`src/logic/meas_pkg.sv`:
```
`default_nettype none

////////////////////////////////////////
// commands and frequency measurement
////////////////////////////////////////
package meas_pkg;

    // only supported command code
    localparam logic [47:0] CMD_FREQ = 48'd1;

    // minimum gate length in system clocks
    localparam int GATE_CYCLES = 1024;

    // cycles from a rejected frame to led low
    localparam int ERR_DELAY = 50_000;

    typedef logic [31:0] cnt_t;

    // reference clock count in the high half
    // fx edge count in the low half, sent first
    typedef struct packed {
        cnt_t f0_cnt;
        cnt_t fx_cnt;
    } meas_result_t;

endpackage

`default_nettype wire

```
`src/logic/uart_pkg.sv`:
```
`default_nettype none

////////////////////////////////////////
// serial link and command frame
////////////////////////////////////////
package uart_pkg;

    // system clocks per serial bit, small value for simulation
    localparam int CLKS_PER_BIT = 16;

    // bytes per host frame and per reply payload
    localparam int FRAME_BYTES = 8;
    localparam int REPLY_BYTES = 8;

    typedef logic [7:0] uart_byte_t;

    // byte 7 is the header, byte 0 the tail
    typedef struct packed {
        uart_byte_t  head;
        logic [47:0] cmd;
        uart_byte_t  tail;
    } frame_t;

    localparam uart_byte_t FRAME_HEAD = 8'hA5;
    localparam uart_byte_t FRAME_TAIL = 8'hEC;
    // first byte of every reply
    localparam uart_byte_t REPLY_SYNC = 8'h5A;

endpackage

`default_nettype wire
```
`src/logic/ctrl_top.sv`:
```
`timescale 1ns/1ps
`default_nettype none

module ctrl_top (
    input  logic I_sys_clk,
    input  logic I_rst_n,
    input  logic I_clk_fx,
    input  logic uart_rx,
    output logic uart_tx,
    output logic O_led
);

    // receive path
    logic                   rx_valid;
    uart_pkg::uart_byte_t   rx_byte;
    logic                   frame_valid;
    uart_pkg::frame_t       frame;

    // measurement and reply path
    logic                   meas_start;
    logic                   meas_done;
    meas_pkg::meas_result_t meas_result;
    logic                   reply_start;
    meas_pkg::meas_result_t reply_result;
    logic                   reply_done;

    // transmit handshake
    logic                   tx_valid;
    uart_pkg::uart_byte_t   tx_byte;
    logic                   tx_ready;

    uart_rx u_uart_rx (.I_sys_clk, .I_rst_n, .uart_rx, .rx_valid, .rx_byte);

    frame_receiver u_frame_receiver (.I_sys_clk, .I_rst_n, .rx_valid, .rx_byte,
                                     .frame_valid, .frame);

    cmd_sequencer u_cmd_sequencer (.I_sys_clk, .I_rst_n, .frame_valid, .frame,
                                   .meas_start, .meas_done, .result(meas_result),
                                   .reply_start, .reply_result, .reply_done, .O_led);

    freq_meter u_freq_meter (.I_sys_clk, .I_rst_n, .I_clk_fx, .meas_start,
                             .meas_done, .result(meas_result));

    reply_sender u_reply_sender (.I_sys_clk, .I_rst_n, .reply_start, .reply_result,
                                 .tx_valid, .tx_byte, .tx_ready, .reply_done);

    uart_tx u_uart_tx (.I_sys_clk, .I_rst_n, .tx_valid, .tx_byte, .tx_ready, .uart_tx);

endmodule

`default_nettype wire

```
`src/logic/reply_sender.sv`:
```
`timescale 1ns/1ps
`default_nettype none

module reply_sender (
    input  logic                   I_sys_clk,
    input  logic                   I_rst_n,
    input  logic                   reply_start,
    input  meas_pkg::meas_result_t reply_result,
    output logic                   tx_valid,
    output uart_pkg::uart_byte_t   tx_byte,
    input  logic                   tx_ready,
    output logic                   reply_done
);

    typedef logic [$clog2(uart_pkg::REPLY_BYTES + 1)-1:0] left_cnt_t;

    left_cnt_t                                 bytes_left;
    logic                                      tx_accept;
    logic [$bits(meas_pkg::meas_result_t)-1:0] data_q;

    assign tx_accept = tx_valid & tx_ready;

    // handshake and byte count
    always_ff @(posedge I_sys_clk or negedge I_rst_n) begin
        if (!I_rst_n) begin
            tx_valid   <= 1'b0;
            reply_done <= 1'b0;
            bytes_left <= '0;
        end else begin
            reply_done <= 1'b0;
            if (reply_start) begin
                tx_valid   <= 1'b1;
                bytes_left <= left_cnt_t'(uart_pkg::REPLY_BYTES);
            end else if (tx_accept) begin
                if (bytes_left == '0) begin
                    // last result byte taken
                    tx_valid   <= 1'b0;
                    reply_done <= 1'b1;
                end else begin
                    bytes_left <= bytes_left - 1'b1;
                end
            end
        end
    end

    // sync byte first, then the result lsb first
    always_ff @(posedge I_sys_clk) begin
        if (reply_start) begin
            tx_byte <= uart_pkg::REPLY_SYNC;
            data_q  <= reply_result;
        end else if (tx_accept) begin
            tx_byte <= data_q[7:0];
            data_q  <= data_q >> 8;
        end
    end

endmodule

`default_nettype wire

```
`src/logic/freq_meter.sv`:
```
`timescale 1ns/1ps
`default_nettype none

module freq_meter (
    input  logic                   I_sys_clk,
    input  logic                   I_rst_n,
    input  logic                   I_clk_fx,
    input  logic                   meas_start,
    output logic                   meas_done,
    output meas_pkg::meas_result_t result
);

    typedef enum logic [1:0] {FM_IDLE, FM_ARM, FM_GATE, FM_DONE} fm_state_t;

    fm_state_t      state_q;
    logic [2:0]     fx_sync;
    logic           fx_rise;
    logic           gate_full;
    meas_pkg::cnt_t gate_cnt;
    meas_pkg::cnt_t f0_cnt;
    meas_pkg::cnt_t fx_cnt;

    // fx into the system clock domain
    always_ff @(posedge I_sys_clk or negedge I_rst_n) begin
        if (!I_rst_n) begin
            fx_sync <= '0;
        end else begin
            fx_sync <= {fx_sync[1:0], I_clk_fx};
        end
    end

    assign fx_rise   = fx_sync[1] & ~fx_sync[2];
    // minimum gate length reached
    assign gate_full = (gate_cnt == meas_pkg::cnt_t'(meas_pkg::GATE_CYCLES));

    ////////////////////////////////////////
    // gate control and counters
    ////////////////////////////////////////
    always_ff @(posedge I_sys_clk or negedge I_rst_n) begin
        if (!I_rst_n) begin
            state_q  <= FM_IDLE;
            gate_cnt <= '0;
            f0_cnt   <= '0;
            fx_cnt   <= '0;
        end else begin
            case (state_q)
                FM_IDLE: begin
                    if (meas_start) begin
                        f0_cnt   <= '0;
                        fx_cnt   <= '0;
                        gate_cnt <= '0;
                        state_q  <= FM_ARM;
                    end
                end
                FM_ARM: begin
                    // gate opens on an fx edge
                    if (fx_rise) begin
                        state_q <= FM_GATE;
                    end
                end
                FM_GATE: begin
                    // closing cycle is counted too, so f0 spans whole fx periods
                    f0_cnt <= f0_cnt + 1'b1;
                    if (fx_rise) begin
                        fx_cnt <= fx_cnt + 1'b1;
                    end
                    if (!gate_full) begin
                        gate_cnt <= gate_cnt + 1'b1;
                    end else if (fx_rise) begin
                        state_q <= FM_DONE;
                    end
                end
                default: state_q <= FM_IDLE;
            endcase
        end
    end

    assign meas_done     = (state_q == FM_DONE);
    assign result.f0_cnt = f0_cnt;
    assign result.fx_cnt = fx_cnt;

endmodule

`default_nettype wire

```
`src/logic/cmd_sequencer.sv`:
```
`timescale 1ns/1ps
`default_nettype none

module cmd_sequencer (
    input  logic                   I_sys_clk,
    input  logic                   I_rst_n,
    input  logic                   frame_valid,
    input  uart_pkg::frame_t       frame,
    output logic                   meas_start,
    input  logic                   meas_done,
    input  meas_pkg::meas_result_t result,
    output logic                   reply_start,
    output meas_pkg::meas_result_t reply_result,
    input  logic                   reply_done,
    output logic                   O_led
);

    typedef enum logic [1:0] {SQ_IDLE, SQ_MEASURE, SQ_REPLY, SQ_ERROR} sq_state_t;

    sq_state_t      state_q;
    meas_pkg::cnt_t err_cnt;
    logic           frame_ok;

    // header, tail and command all have to match
    assign frame_ok = (frame.head == uart_pkg::FRAME_HEAD)
                   && (frame.tail == uart_pkg::FRAME_TAIL)
                   && (frame.cmd  == meas_pkg::CMD_FREQ);

    ////////////////////////////////////////
    // main sequence
    ////////////////////////////////////////
    always_ff @(posedge I_sys_clk or negedge I_rst_n) begin
        if (!I_rst_n) begin
            state_q     <= SQ_IDLE;
            err_cnt     <= '0;
            meas_start  <= 1'b0;
            reply_start <= 1'b0;
            O_led       <= 1'b1;
        end else begin
            meas_start  <= 1'b0;
            reply_start <= 1'b0;
            case (state_q)
                SQ_IDLE: begin
                    err_cnt <= '0;
                    if (frame_valid) begin
                        if (frame_ok) begin
                            meas_start <= 1'b1;
                            // accepted frame clears the error
                            O_led      <= 1'b1;
                            state_q    <= SQ_MEASURE;
                        end else begin
                            state_q <= SQ_ERROR;
                        end
                    end
                end
                SQ_MEASURE: begin
                    if (meas_done) begin
                        reply_start <= 1'b1;
                        state_q     <= SQ_REPLY;
                    end
                end
                SQ_REPLY: begin
                    if (reply_done) begin
                        state_q <= SQ_IDLE;
                    end
                end
                SQ_ERROR: begin
                    // led drops ERR_DELAY cycles after the frame strobe
                    if (err_cnt == meas_pkg::cnt_t'(meas_pkg::ERR_DELAY - 1)) begin
                        O_led   <= 1'b0;
                        state_q <= SQ_IDLE;
                    end else begin
                        err_cnt <= err_cnt + 1'b1;
                    end
                end
                default: state_q <= SQ_IDLE;
            endcase
        end
    end

    // result copy handed to the reply path
    always_ff @(posedge I_sys_clk) begin
        if (state_q == SQ_MEASURE && meas_done) begin
            reply_result <= result;
        end
    end

endmodule

`default_nettype wire

```
`src/logic/frame_receiver.sv`:
```
`timescale 1ns/1ps
`default_nettype none

module frame_receiver (
    input  logic                 I_sys_clk,
    input  logic                 I_rst_n,
    input  logic                 rx_valid,
    input  uart_pkg::uart_byte_t rx_byte,
    output logic                 frame_valid,
    output uart_pkg::frame_t     frame
);

    typedef logic [$clog2(uart_pkg::FRAME_BYTES)-1:0] byte_cnt_t;

    byte_cnt_t                             byte_cnt;
    logic [$bits(uart_pkg::frame_t)-1:0]   frame_bits;

    // byte position and frame strobe
    always_ff @(posedge I_sys_clk or negedge I_rst_n) begin
        if (!I_rst_n) begin
            byte_cnt    <= '0;
            frame_valid <= 1'b0;
        end else begin
            frame_valid <= rx_valid && (byte_cnt == byte_cnt_t'(uart_pkg::FRAME_BYTES - 1));
            if (rx_valid) begin
                // wraps back to lane 0 after the header
                byte_cnt <= byte_cnt + 1'b1;
            end
        end
    end

    // byte k lands in lane k
    always_ff @(posedge I_sys_clk) begin
        if (rx_valid) begin
            if (byte_cnt == '0) begin
                frame_bits <= {{($bits(frame_bits) - 8){1'b0}}, rx_byte};
            end else begin
                frame_bits[byte_cnt * 8 +: 8] <= rx_byte;
            end
        end
    end

    assign frame = uart_pkg::frame_t'(frame_bits);

endmodule

`default_nettype wire

```
`src/logic/uart_tx.sv`:
```
`timescale 1ns/1ps
`default_nettype none

module uart_tx (
    input  logic                 I_sys_clk,
    input  logic                 I_rst_n,
    input  logic                 tx_valid,
    input  uart_pkg::uart_byte_t tx_byte,
    output logic                 tx_ready,
    output logic                 uart_tx
);

    typedef logic [$clog2(uart_pkg::CLKS_PER_BIT)-1:0] baud_cnt_t;

    logic       busy_q;
    logic       line_q;
    baud_cnt_t  baud_cnt;
    logic [3:0] bit_cnt;
    // stop bit above the data bits
    logic [8:0] shift_q;

    always_ff @(posedge I_sys_clk or negedge I_rst_n) begin
        if (!I_rst_n) begin
            busy_q   <= 1'b0;
            line_q   <= 1'b1;
            baud_cnt <= '0;
            bit_cnt  <= '0;
        end else if (!busy_q) begin
            if (tx_valid) begin
                // start bit goes out now
                busy_q   <= 1'b1;
                line_q   <= 1'b0;
                baud_cnt <= '0;
                bit_cnt  <= '0;
            end
        end else if (baud_cnt == baud_cnt_t'(uart_pkg::CLKS_PER_BIT - 1)) begin
            baud_cnt <= '0;
            if (bit_cnt == 4'd9) begin
                // end of stop bit, line stays high
                busy_q <= 1'b0;
            end else begin
                line_q  <= shift_q[0];
                bit_cnt <= bit_cnt + 1'b1;
            end
        end else begin
            baud_cnt <= baud_cnt + 1'b1;
        end
    end

    // data shifter, loaded on accept
    always_ff @(posedge I_sys_clk) begin
        if (!busy_q && tx_valid) begin
            shift_q <= {1'b1, tx_byte};
        end else if (busy_q && baud_cnt == baud_cnt_t'(uart_pkg::CLKS_PER_BIT - 1)) begin
            shift_q <= {1'b1, shift_q[8:1]};
        end
    end

    assign tx_ready = ~busy_q;
    assign uart_tx  = line_q;

endmodule

`default_nettype wire

```
`src/logic/uart_rx.sv`:
```
`timescale 1ns/1ps
`default_nettype none

module uart_rx (
    input  logic                 I_sys_clk,
    input  logic                 I_rst_n,
    input  logic                 uart_rx,
    output logic                 rx_valid,
    output uart_pkg::uart_byte_t rx_byte
);

    typedef logic [$clog2(uart_pkg::CLKS_PER_BIT)-1:0] baud_cnt_t;
    typedef enum logic [1:0] {RX_IDLE, RX_START, RX_DATA, RX_STOP} rx_state_t;

    rx_state_t            state_q;
    baud_cnt_t            baud_cnt;
    logic [2:0]           bit_idx;
    logic [2:0]           rx_sync;
    logic                 rx_bit;
    logic                 rx_fall;
    logic                 bit_end;
    uart_pkg::uart_byte_t shift_q;

    // three stage synchronizer, idles high
    always_ff @(posedge I_sys_clk or negedge I_rst_n) begin
        if (!I_rst_n) begin
            rx_sync <= 3'b111;
        end else begin
            rx_sync <= {rx_sync[1:0], uart_rx};
        end
    end

    assign rx_bit  = rx_sync[1];
    // start bit edge
    assign rx_fall = rx_sync[2] & ~rx_sync[1];
    assign bit_end = (baud_cnt == baud_cnt_t'(uart_pkg::CLKS_PER_BIT - 1));

    always_ff @(posedge I_sys_clk or negedge I_rst_n) begin
        if (!I_rst_n) begin
            state_q  <= RX_IDLE;
            baud_cnt <= '0;
            bit_idx  <= '0;
            rx_valid <= 1'b0;
        end else begin
            rx_valid <= 1'b0;
            case (state_q)
                RX_IDLE: begin
                    baud_cnt <= '0;
                    bit_idx  <= '0;
                    if (rx_fall) begin
                        state_q <= RX_START;
                    end
                end
                RX_START: begin
                    // half a bit to reach mid start bit
                    if (baud_cnt == baud_cnt_t'(uart_pkg::CLKS_PER_BIT / 2 - 1)) begin
                        baud_cnt <= '0;
                        // line back high means a glitch
                        state_q  <= rx_bit ? RX_IDLE : RX_DATA;
                    end else begin
                        baud_cnt <= baud_cnt + 1'b1;
                    end
                end
                RX_DATA: begin
                    if (bit_end) begin
                        baud_cnt <= '0;
                        bit_idx  <= bit_idx + 1'b1;
                        if (bit_idx == 3'd7) begin
                            state_q <= RX_STOP;
                        end
                    end else begin
                        baud_cnt <= baud_cnt + 1'b1;
                    end
                end
                RX_STOP: begin
                    if (bit_end) begin
                        // framing error drops the byte
                        rx_valid <= rx_bit;
                        state_q  <= RX_IDLE;
                    end else begin
                        baud_cnt <= baud_cnt + 1'b1;
                    end
                end
                default: state_q <= RX_IDLE;
            endcase
        end
    end

    // lsb arrives first
    always_ff @(posedge I_sys_clk) begin
        if (state_q == RX_DATA && bit_end) begin
            shift_q <= {rx_bit, shift_q[7:1]};
        end
    end

    assign rx_byte = shift_q;

endmodule

`default_nettype wire

```
`config.mk`:
```
export PLATFORM = sky130hd
export DESIGN_NAME = ctrl_top
export DESIGN_NICKNAME = d
export VERILOG_FILES = /design/src/logic/meas_pkg.sv /design/src/logic/uart_pkg.sv /design/src/logic/ctrl_top.sv /design/src/logic/reply_sender.sv /design/src/logic/freq_meter.sv /design/src/logic/cmd_sequencer.sv /design/src/logic/frame_receiver.sv /design/src/logic/uart_tx.sv /design/src/logic/uart_rx.sv
export SDC_FILE = /design/constraint.sdc
export NUM_CORES = 1
export LEC_CHECK = 0
export ABC_CLOCK_PERIOD_IN_PS = 4600
export BUFFER_PORTS_ARGS = -buffer_cell sky130_fd_sc_hd__buf_2
export CAP_MARGIN = 5
export CORE_UTILIZATION = 60
export CTS_CLUSTER_SIZE = 16
export DETAILED_ROUTE_END_ITERATION = 8
export GPL_TIMING_DRIVEN = 0
export PLACE_DENSITY_LB_ADDON = 0.2
export SYNTH_ARGS = -nofsm -noshare
export SYNTH_HDL_FRONTEND = slang
export SYNTH_SLANG_ARGS = --single-unit
```
`constraint.sdc`:
```
create_clock -name I_sys_clk -period 4.6 [get_ports I_sys_clk]
set_input_delay 0.46 -clock I_sys_clk [delete_from_list [all_inputs] [get_ports I_sys_clk]]
set_output_delay 0.46 -clock I_sys_clk [all_outputs]
set_load 0.1 [all_outputs]
```
==> metrics.yaml, run 1 <==
status: "finished, final reports clean"
pwr-share-clk: 0.422
maxSlewHeadroom: 0.2044
cts_tree: "yes"
clkTransAtPathRegs_ns: 0.06
syn_area_um2: 17320
yosys.area.top_type: "edfxtp_1"
crit_top_cell: "clkbuf_1"
reg2reg_slack_ns: 1.06
numClockSinks: 387
clock-root-buffer: "clkbuf_16"
crit_end: "u_freq_meter.gate_cnt[4]"
clk_latency_ns: 0.55
fp.coreArea_um2: 28090
switching_share: 0.2256
power_w: 0.007144
drv_cap: 0
gp_congestion: 0.8392
crit_required_ns: 5.04
hold_path.class: "in2reg"
grt_max_degree: 120
dr_wl_met3_um: 1663
r2r_start: "u_freq_meter.state_q[0]"
die_h_um: 171.9
power.leakage_nw: 6.873
ys.flop_type: "edfxtp_1"
syn_nets: 1538
combPwrFrac: 0.055
synth-seq-cells: 387
grt_use_total: 0.2439
synthArstFlopShare: 0.4419
path_class: "reg2reg"
synth_compound_area_frac: 0.07056
wl_met1_um: 16110
syn_area_per_cell_um2: 11.48
switching_power_w: 0.001612
yosysWarnings: 0
holdWs_ns: 0.02887
fin_worst_skew_ns: 0.02001
wl_met2_um: 16320
synth_cells: 1509
synth_xor_area_frac: 0.03741
die_area_um2: 29560
setup_violations: 0
crit_fanout: 10
die_x_um: 171.9
worst_slack_ns: 1.063
cpPeakStageDelay_ns: 0.87
crit_slowest_cell: "mux2i_1"
route.detailed.drc: 0
vdd_drop_max_v: 0.0002608
wl_um: 34590
fin_crit_ns: 3.537
clock_path_buffers: 3
viasPerCell: 5.934
final_common_cell: "edfxtp_1"
hpwl_um: 22190
reg2reg_depth: 9
max_freq_mhz: 282.7
slew_violations: 0
grt_pass1_wl_um: 57370
first_global_vias: 11390
share_seq_of_total_power: 0.523
antenna_left: 0
worst_setup_path_start_kind: "register"
htreeDepth: 2
antenna_found_initial: 0
yosysTopAreaCellShare: 0.3605
io-pin-count: 6
antenna_cells: 0
cp.arrival_ns: 3.98
synth-edff-count: 208
core.rowCount: 61
layout.nets: 1590
drive_above_1_share: 0.08914
crit_start: "u_freq_meter.state_q[0]"
start_util: 0.6168
area_delta_synth_final_pct: 10.67
top_layer: "met4"
port_buffers: 5
ys_seq_area_frac: 0.6171
hold_violations: 0
synthAdderAreaFrac: 0.01806
drt_pass1_iterations: 5
synth_cell_types: 60
synth_top_family_by_area: "simple AND/OR/NAND/NOR gates"
power-per-cell-area_nw_per_um2: 372.6
vias: 11700
min_period_over_period: 0.7690
grt_overflow: 0
synthMuxAreaShare: 0.04759
endpoint_kind: "register"
place_ws_ns: 1.117
drt_iter0_drc: 1019
mostFrequentLayoutCells: "208 x edfxtp_1, 169 x nand2_1, 165 x dfrtp_1"
path_cells: "inv_1, ha_1, buf_2, mux2i_1, clkbuf_1, clkbuf_1, clkbuf_1, nand2_1, o21ai_0"
regToRegEndpoint: "u_freq_meter.gate_cnt[4]"
wl_per_cell_um: 17.55
synth_area_leaders: "edfxtp_1 36%, dfrtp_1 24%, mux2_2 3.8%"
tightest_slew_ns: 1.160
ctsResizeCount: 0
synth-simple-area-share: 0.1845
rsz0062_at_grt: "false"
internal_power_w: 0.005532
cts_buffers: 40
state kept, by name, indices dropped and copies added (netlist names), 2 cells and up, named ones only:
signal                        count
u_reply_sender.tx_byte            8
u_cmd_sequencer.err_cnt          32
u_cmd_sequencer.state_q           2
u_uart_rx.rx_byte                 8
u_uart_tx.baud_cnt                4
u_uart_rx.bit_idx                 3
u_reply_sender.data_q            64
u_uart_rx.baud_cnt                4
u_frame_receiver.byte_cnt         3
u_freq_meter.gate_cnt            32
u_freq_meter.state_q              2
u_freq_meter.f0_cnt              32
u_uart_tx.bit_cnt                 4
u_uart_rx.rx_sync                 3
u_freq_meter.fx_sync              3
u_uart_tx.shift_q                 8
u_frame_receiver.frame           64
u_reply_sender.bytes_left         4
u_freq_meter.fx_cnt              32
u_cmd_sequencer.reply_result     64
synth_stat cells (all sizes together), types with 30 or more instances:
library cell    n
edfxtp        208
nand2         169
dfrtp         166
nor2          123
nand3         111
a21oi          80
mux2           59
xor2           59
clkbuf         56
nand4          55
o21ai          53
inv            39
nor4           38
and2           30
layout make-up:
cell class                 count  area, um^2
clock inverter                20       147.6
multi-input combinational   1009        6227
inverter                      39       146.4
buffer                        74       281.5
timing repair buffer          10       140.1
sequential                   387       10690
tap                          378       473.0
clock buffer                  54        1064
fill                        2020        8915
kinds of logic (layout without fill, tap and decap cells):
group           Yosys count  in the layout
simple gates            636            636
flops                   387            387
buf+inv                 113            197
mux                      75             75
compound gates          199            199
xor+xnor                 74             74
fa+ha+maj                25             25
how the worst min path moves through the flow:
stage                                 start                 endpoint  slack [ns]  cells after the start
floorplan                           I_rst_n                async pin        0.16                      0
global placement       u_uart_rx.rx_sync[0]     u_uart_rx.rx_sync[1]        0.35                      0
detailed placement  u_freq_meter.fx_sync[0]  u_freq_meter.fx_sync[1]        0.34                      0
CTS                                I_clk_fx  u_freq_meter.fx_sync[0]        0.01                      1
global route                        uart_rx     u_uart_rx.rx_sync[0]        0.01                      1
finish                              uart_rx     u_uart_rx.rx_sync[0]        0.03                      1
power groups by stage:
stage | Clock (W) | Sequential, W | Combinational (W)
CTS | 0.00306 | 0.00374 | 0.000395
floorplan | 0 | 0.00380 | 0.000277
global placement | 0 | 0.00381 | 0.000371
global route | 0.00319 | 0.00374 | 0.000444
detailed placement | 0 | 0.00380 | 0.000391
finish | 0.00302 | 0.00374 | 0.000394
per-stage QoR:
| stage | instances | instance area, um^2 | setup TNS, ns | util |
|---|---|---|---|---|
| floorplan | 1509 | 17320 | 0 | - |
| detailed placement | 1896 | 17940 | 0 | 0.6389 |
| global route | 1971 | 19170 | 0 | 0.6826 |
| finish | 1971 | 19170 | 0 | 0.6826 |
| CTS | 1971 | 19160 | 0 | 0.6823 |
| global placement | 1892 | 17820 | -61.21 | 0.6345 |
critical path: cells and delay by family, from the launching register on:
kind / cells / cell delay [ns]
AOI/OAI and AO/OA: 1 / 0.11
adders and majority gates: 1 / 0.19
buffers and inverters: 5 / 1.68
DFF: 1 / 0.44
muxes: 1 / 0.87
and+or+nand+nor: 1 / 0.12
metal layers:
metal  global-route usage  vias up
met1               0.3472     5746
met2               0.3957      292
met5                    0        -
met3              0.03639       44
met4              0.06002        0
li1                     -     5614
what timing repair did:
action | CTS | global route
endpoints found under the hold margin | 52 | 0
buffers inserted | 0 | 0
hold buffers | 1 | 0
No activity file was read; power rests on OpenSTA's default activity.
==> run 2: changes to the inputs <==
ABC_CLOCK_PERIOD_IN_PS = 3100   (was 4600)
CORE_UTILIZATION = 57   (was 60)
clock period = 3.1 ns   (was 4.6 ns; I/O delays follow)
==> run 2 against run 1 <==
  * Critical path depth fell by 1
  * Maximum frequency up 21%
  * Clock skew increased by 0.0026 ns
  * Register-to-register slack worse by 0.90 ns
  * Core utilization down 3.4 points
  * Non-clock buffer count is 2 higher
  * Combinational power grew 48%
  * Largest power group unchanged
  * Routed wire length decreased by 0.88%
  * Worst hold slack improved by 0.29 ns
==> metrics.yaml, run 2 (synthesis results as in run 1) <==
status: "finished, final reports clean"
wl_per_cell_um: 17.27  # -1.6%
io-pin-count: 6  # unchanged
power_w: 0.01090  # +53%
dpl_cell_area_um2: 17950  # about the same
cpPeakStageDelay_ns: 0.71  # -0.16 ns
crit_required_ns: 3.48  # -1.56 ns
crit_fanout: 10  # unchanged
hold_path.class: "in2async"
antenna_found_initial: 0  # unchanged
gp_congestion: 0.8091  # -3.6%
endpoint_kind: "register"
maxSlewHeadroom: 0.1230  # -0.08141
ff_latch_area_um2: 10690  # unchanged
cpLargestDelayFamily: "simple AND/OR/NAND/NOR gates"
clock-root-buffer: "clkbuf_16"
tightest_slew_ns: 1.303  # +0.1433 ns
hpwl_um: 22070  # -0.51%
mostFrequentLayoutCells: "208 x edfxtp_1, 169 x nand2_1, 165 x dfrtp_1"
fin_worst_skew_ns: 0.02261  # +0.002602 ns
port_buffers: 5  # unchanged
drv_cap: 0  # unchanged
fin_crit_ns: 2.933  # -0.6042 ns
core.rowCount: 63  # +3.3%
vias: 11660  # -0.34%
die_area_um2: 31090  # +5.2%
vdd_drop_max_v: 0.0004185  # +60%
finalSetupTns_ns: 0  # unchanged
slew_violations: 0  # unchanged
worst_setup_path_start_kind: "register"
grt_use_total: 0.2292  # -0.01474
grt_max_degree: 110  # -8.3%
viasPerCell: 5.872  # -1.0%
area_delta_synth_final_pct: 11.49
grt_overflow: 0  # unchanged
wl_um: 34290  # -0.88%
power.leakage_nw: 6.950  # +1.1%
min_period_over_period: 0.9461  # +0.1772
drt_pass1_iterations: 5  # unchanged
antenna_left: 0  # unchanged
path_class: "reg2reg"
top_usage_layer: "met2"
cp.arrival_ns: 3.31  # -0.67 ns
grt_pass1_wl_um: 57570  # +0.35%
cts_tree: "yes"
hold_violations: 0  # unchanged
grt.met1_usage: 0.3270  # -0.02016
rsz0062_at_grt: "true"
max_freq_mhz: 340.9  # +21%
die_h_um: 176.3  # +2.6%
clk_latency_ns: 0.53  # -0.02 ns
clkTransAtPathRegs_ns: 0.06  # about the same
route.detailed.drc: 0  # unchanged
final_common_cell: "edfxtp_1"
placed_cells: 1908  # +0.63%
final_area_um2: 19310  # +0.74%
power-per-cell-area_nw_per_um2: 564.5  # +51%
cts_buffers: 40  # unchanged
clock_path_buffers: 3  # unchanged
n_fill_cell: 2267  # +12%
htreeDepth: 2  # unchanged
cp_num_buf_inv: 3  # -2
layout.nets: 1592  # +0.13%
path_cells: "inv_1, ha_1, ha_1, clkbuf_1, nor3b_1, clkbuf_1, nand3_1, a21oi_1"
multi_input_comb_area_um2: 6233  # +0.10%
numClockSinks: 387  # unchanged
grtUsageMet3: 0.02821  # -0.008184
setup_violations: 0  # unchanged
start_util: 0.5814  # -0.03538
fin_util: 0.6482  # -0.03437
met2_usage: 0.3745  # -0.02118
fp.coreArea_um2: 29800  # +6.1%
crit_slowest_cell: "nor3b_1"
final_cells: 1985  # +0.71%
die_x_um: 176.3  # +2.6%
drt_iter0_drc: 941  # -7.7%
drive_above_1_share: 0.09655  # +0.007412
antenna_cells: 0  # unchanged
first_global_vias: 11320  # -0.67%
## run 2: changes by cell type in the layout (fill, tap and decap cells not counted), moves of 2 or more
cell	change
clkbuf_16	+2
clkinvlp_4	-2
dlygate4sd3_1	+2
clkinv_2	+3
clkinv_1	-7
clkbuf_8	+6
clkbuf_1	-5
inv_6	+2
clkbuf_2	+2
## run 2: final timing paths
path	startpoint	endpoint	slack (ns)	cells past startpoint
min reg2reg	u_freq_meter.fx_sync[0]	u_freq_meter.fx_sync[1]	0.35	0
min	I_rst_n	u_freq_meter.fx_cnt[29]	0.32	2
max in group asynchronous	I_rst_n	u_cmd_sequencer.err_cnt[7]	1.84	3
min in group I_sys_clk	u_freq_meter.fx_sync[0]	u_freq_meter.fx_sync[1]	0.35	0
max	u_frame_receiver.byte_cnt[0]	u_frame_receiver.frame[55]	0.17	8
max reg2reg	u_frame_receiver.byte_cnt[0]	u_frame_receiver.frame[55]	0.17	8
## run 2: cell type report
type                    instances  area share
flip-flops and latches        387      0.5536
multi-input cells            1009      0.3227
clock buffers                  59     0.06135
well taps                     390     0.02526
plain buffers                  74     0.01470
repair buffers                 12    0.007903
inverters                      39    0.007579
clock inverters                15    0.006867
## run 2: what timing repair did
item | CTS | global route
buffers inserted | 0 | 0
setup endpoints to repair | 74 | 37
hold buffers | 3 | 0
endpoints found under the hold margin | 61 | 0
gates cloned | 0 | 0
resized for setup | 3 | 2
## run 2: stage by stage
step                      hold WS [ns]  setup WS [ns]
after floorplan                0.01441         0.2274
after global placement          0.3390         -1.155
after detailed placement        0.2896        -0.3568
after CTS                       0.3420        0.08819
after global routing            0.3588       -0.05206
final                           0.3225         0.1670
## run 2: routing by layer
| layer | part of all wire | vias up |
|---|---|---|
| li1 | - | 5613 |
| met1 | 0.46 | 5716 |
| met2 | 0.47 | 280 |
| met3 | 0.044 | 47 |
| met4 | 0.017 | 0 |
| met5 | 0 | - |
## run 2: power breakdown
part           switching (W)  internal, W  total, W
Combinational       0.000375     0.000208  0.000583
Clock                0.00195      0.00283   0.00477
Sequential         0.0000568      0.00549   0.00555
Total                0.00238      0.00852    0.0109
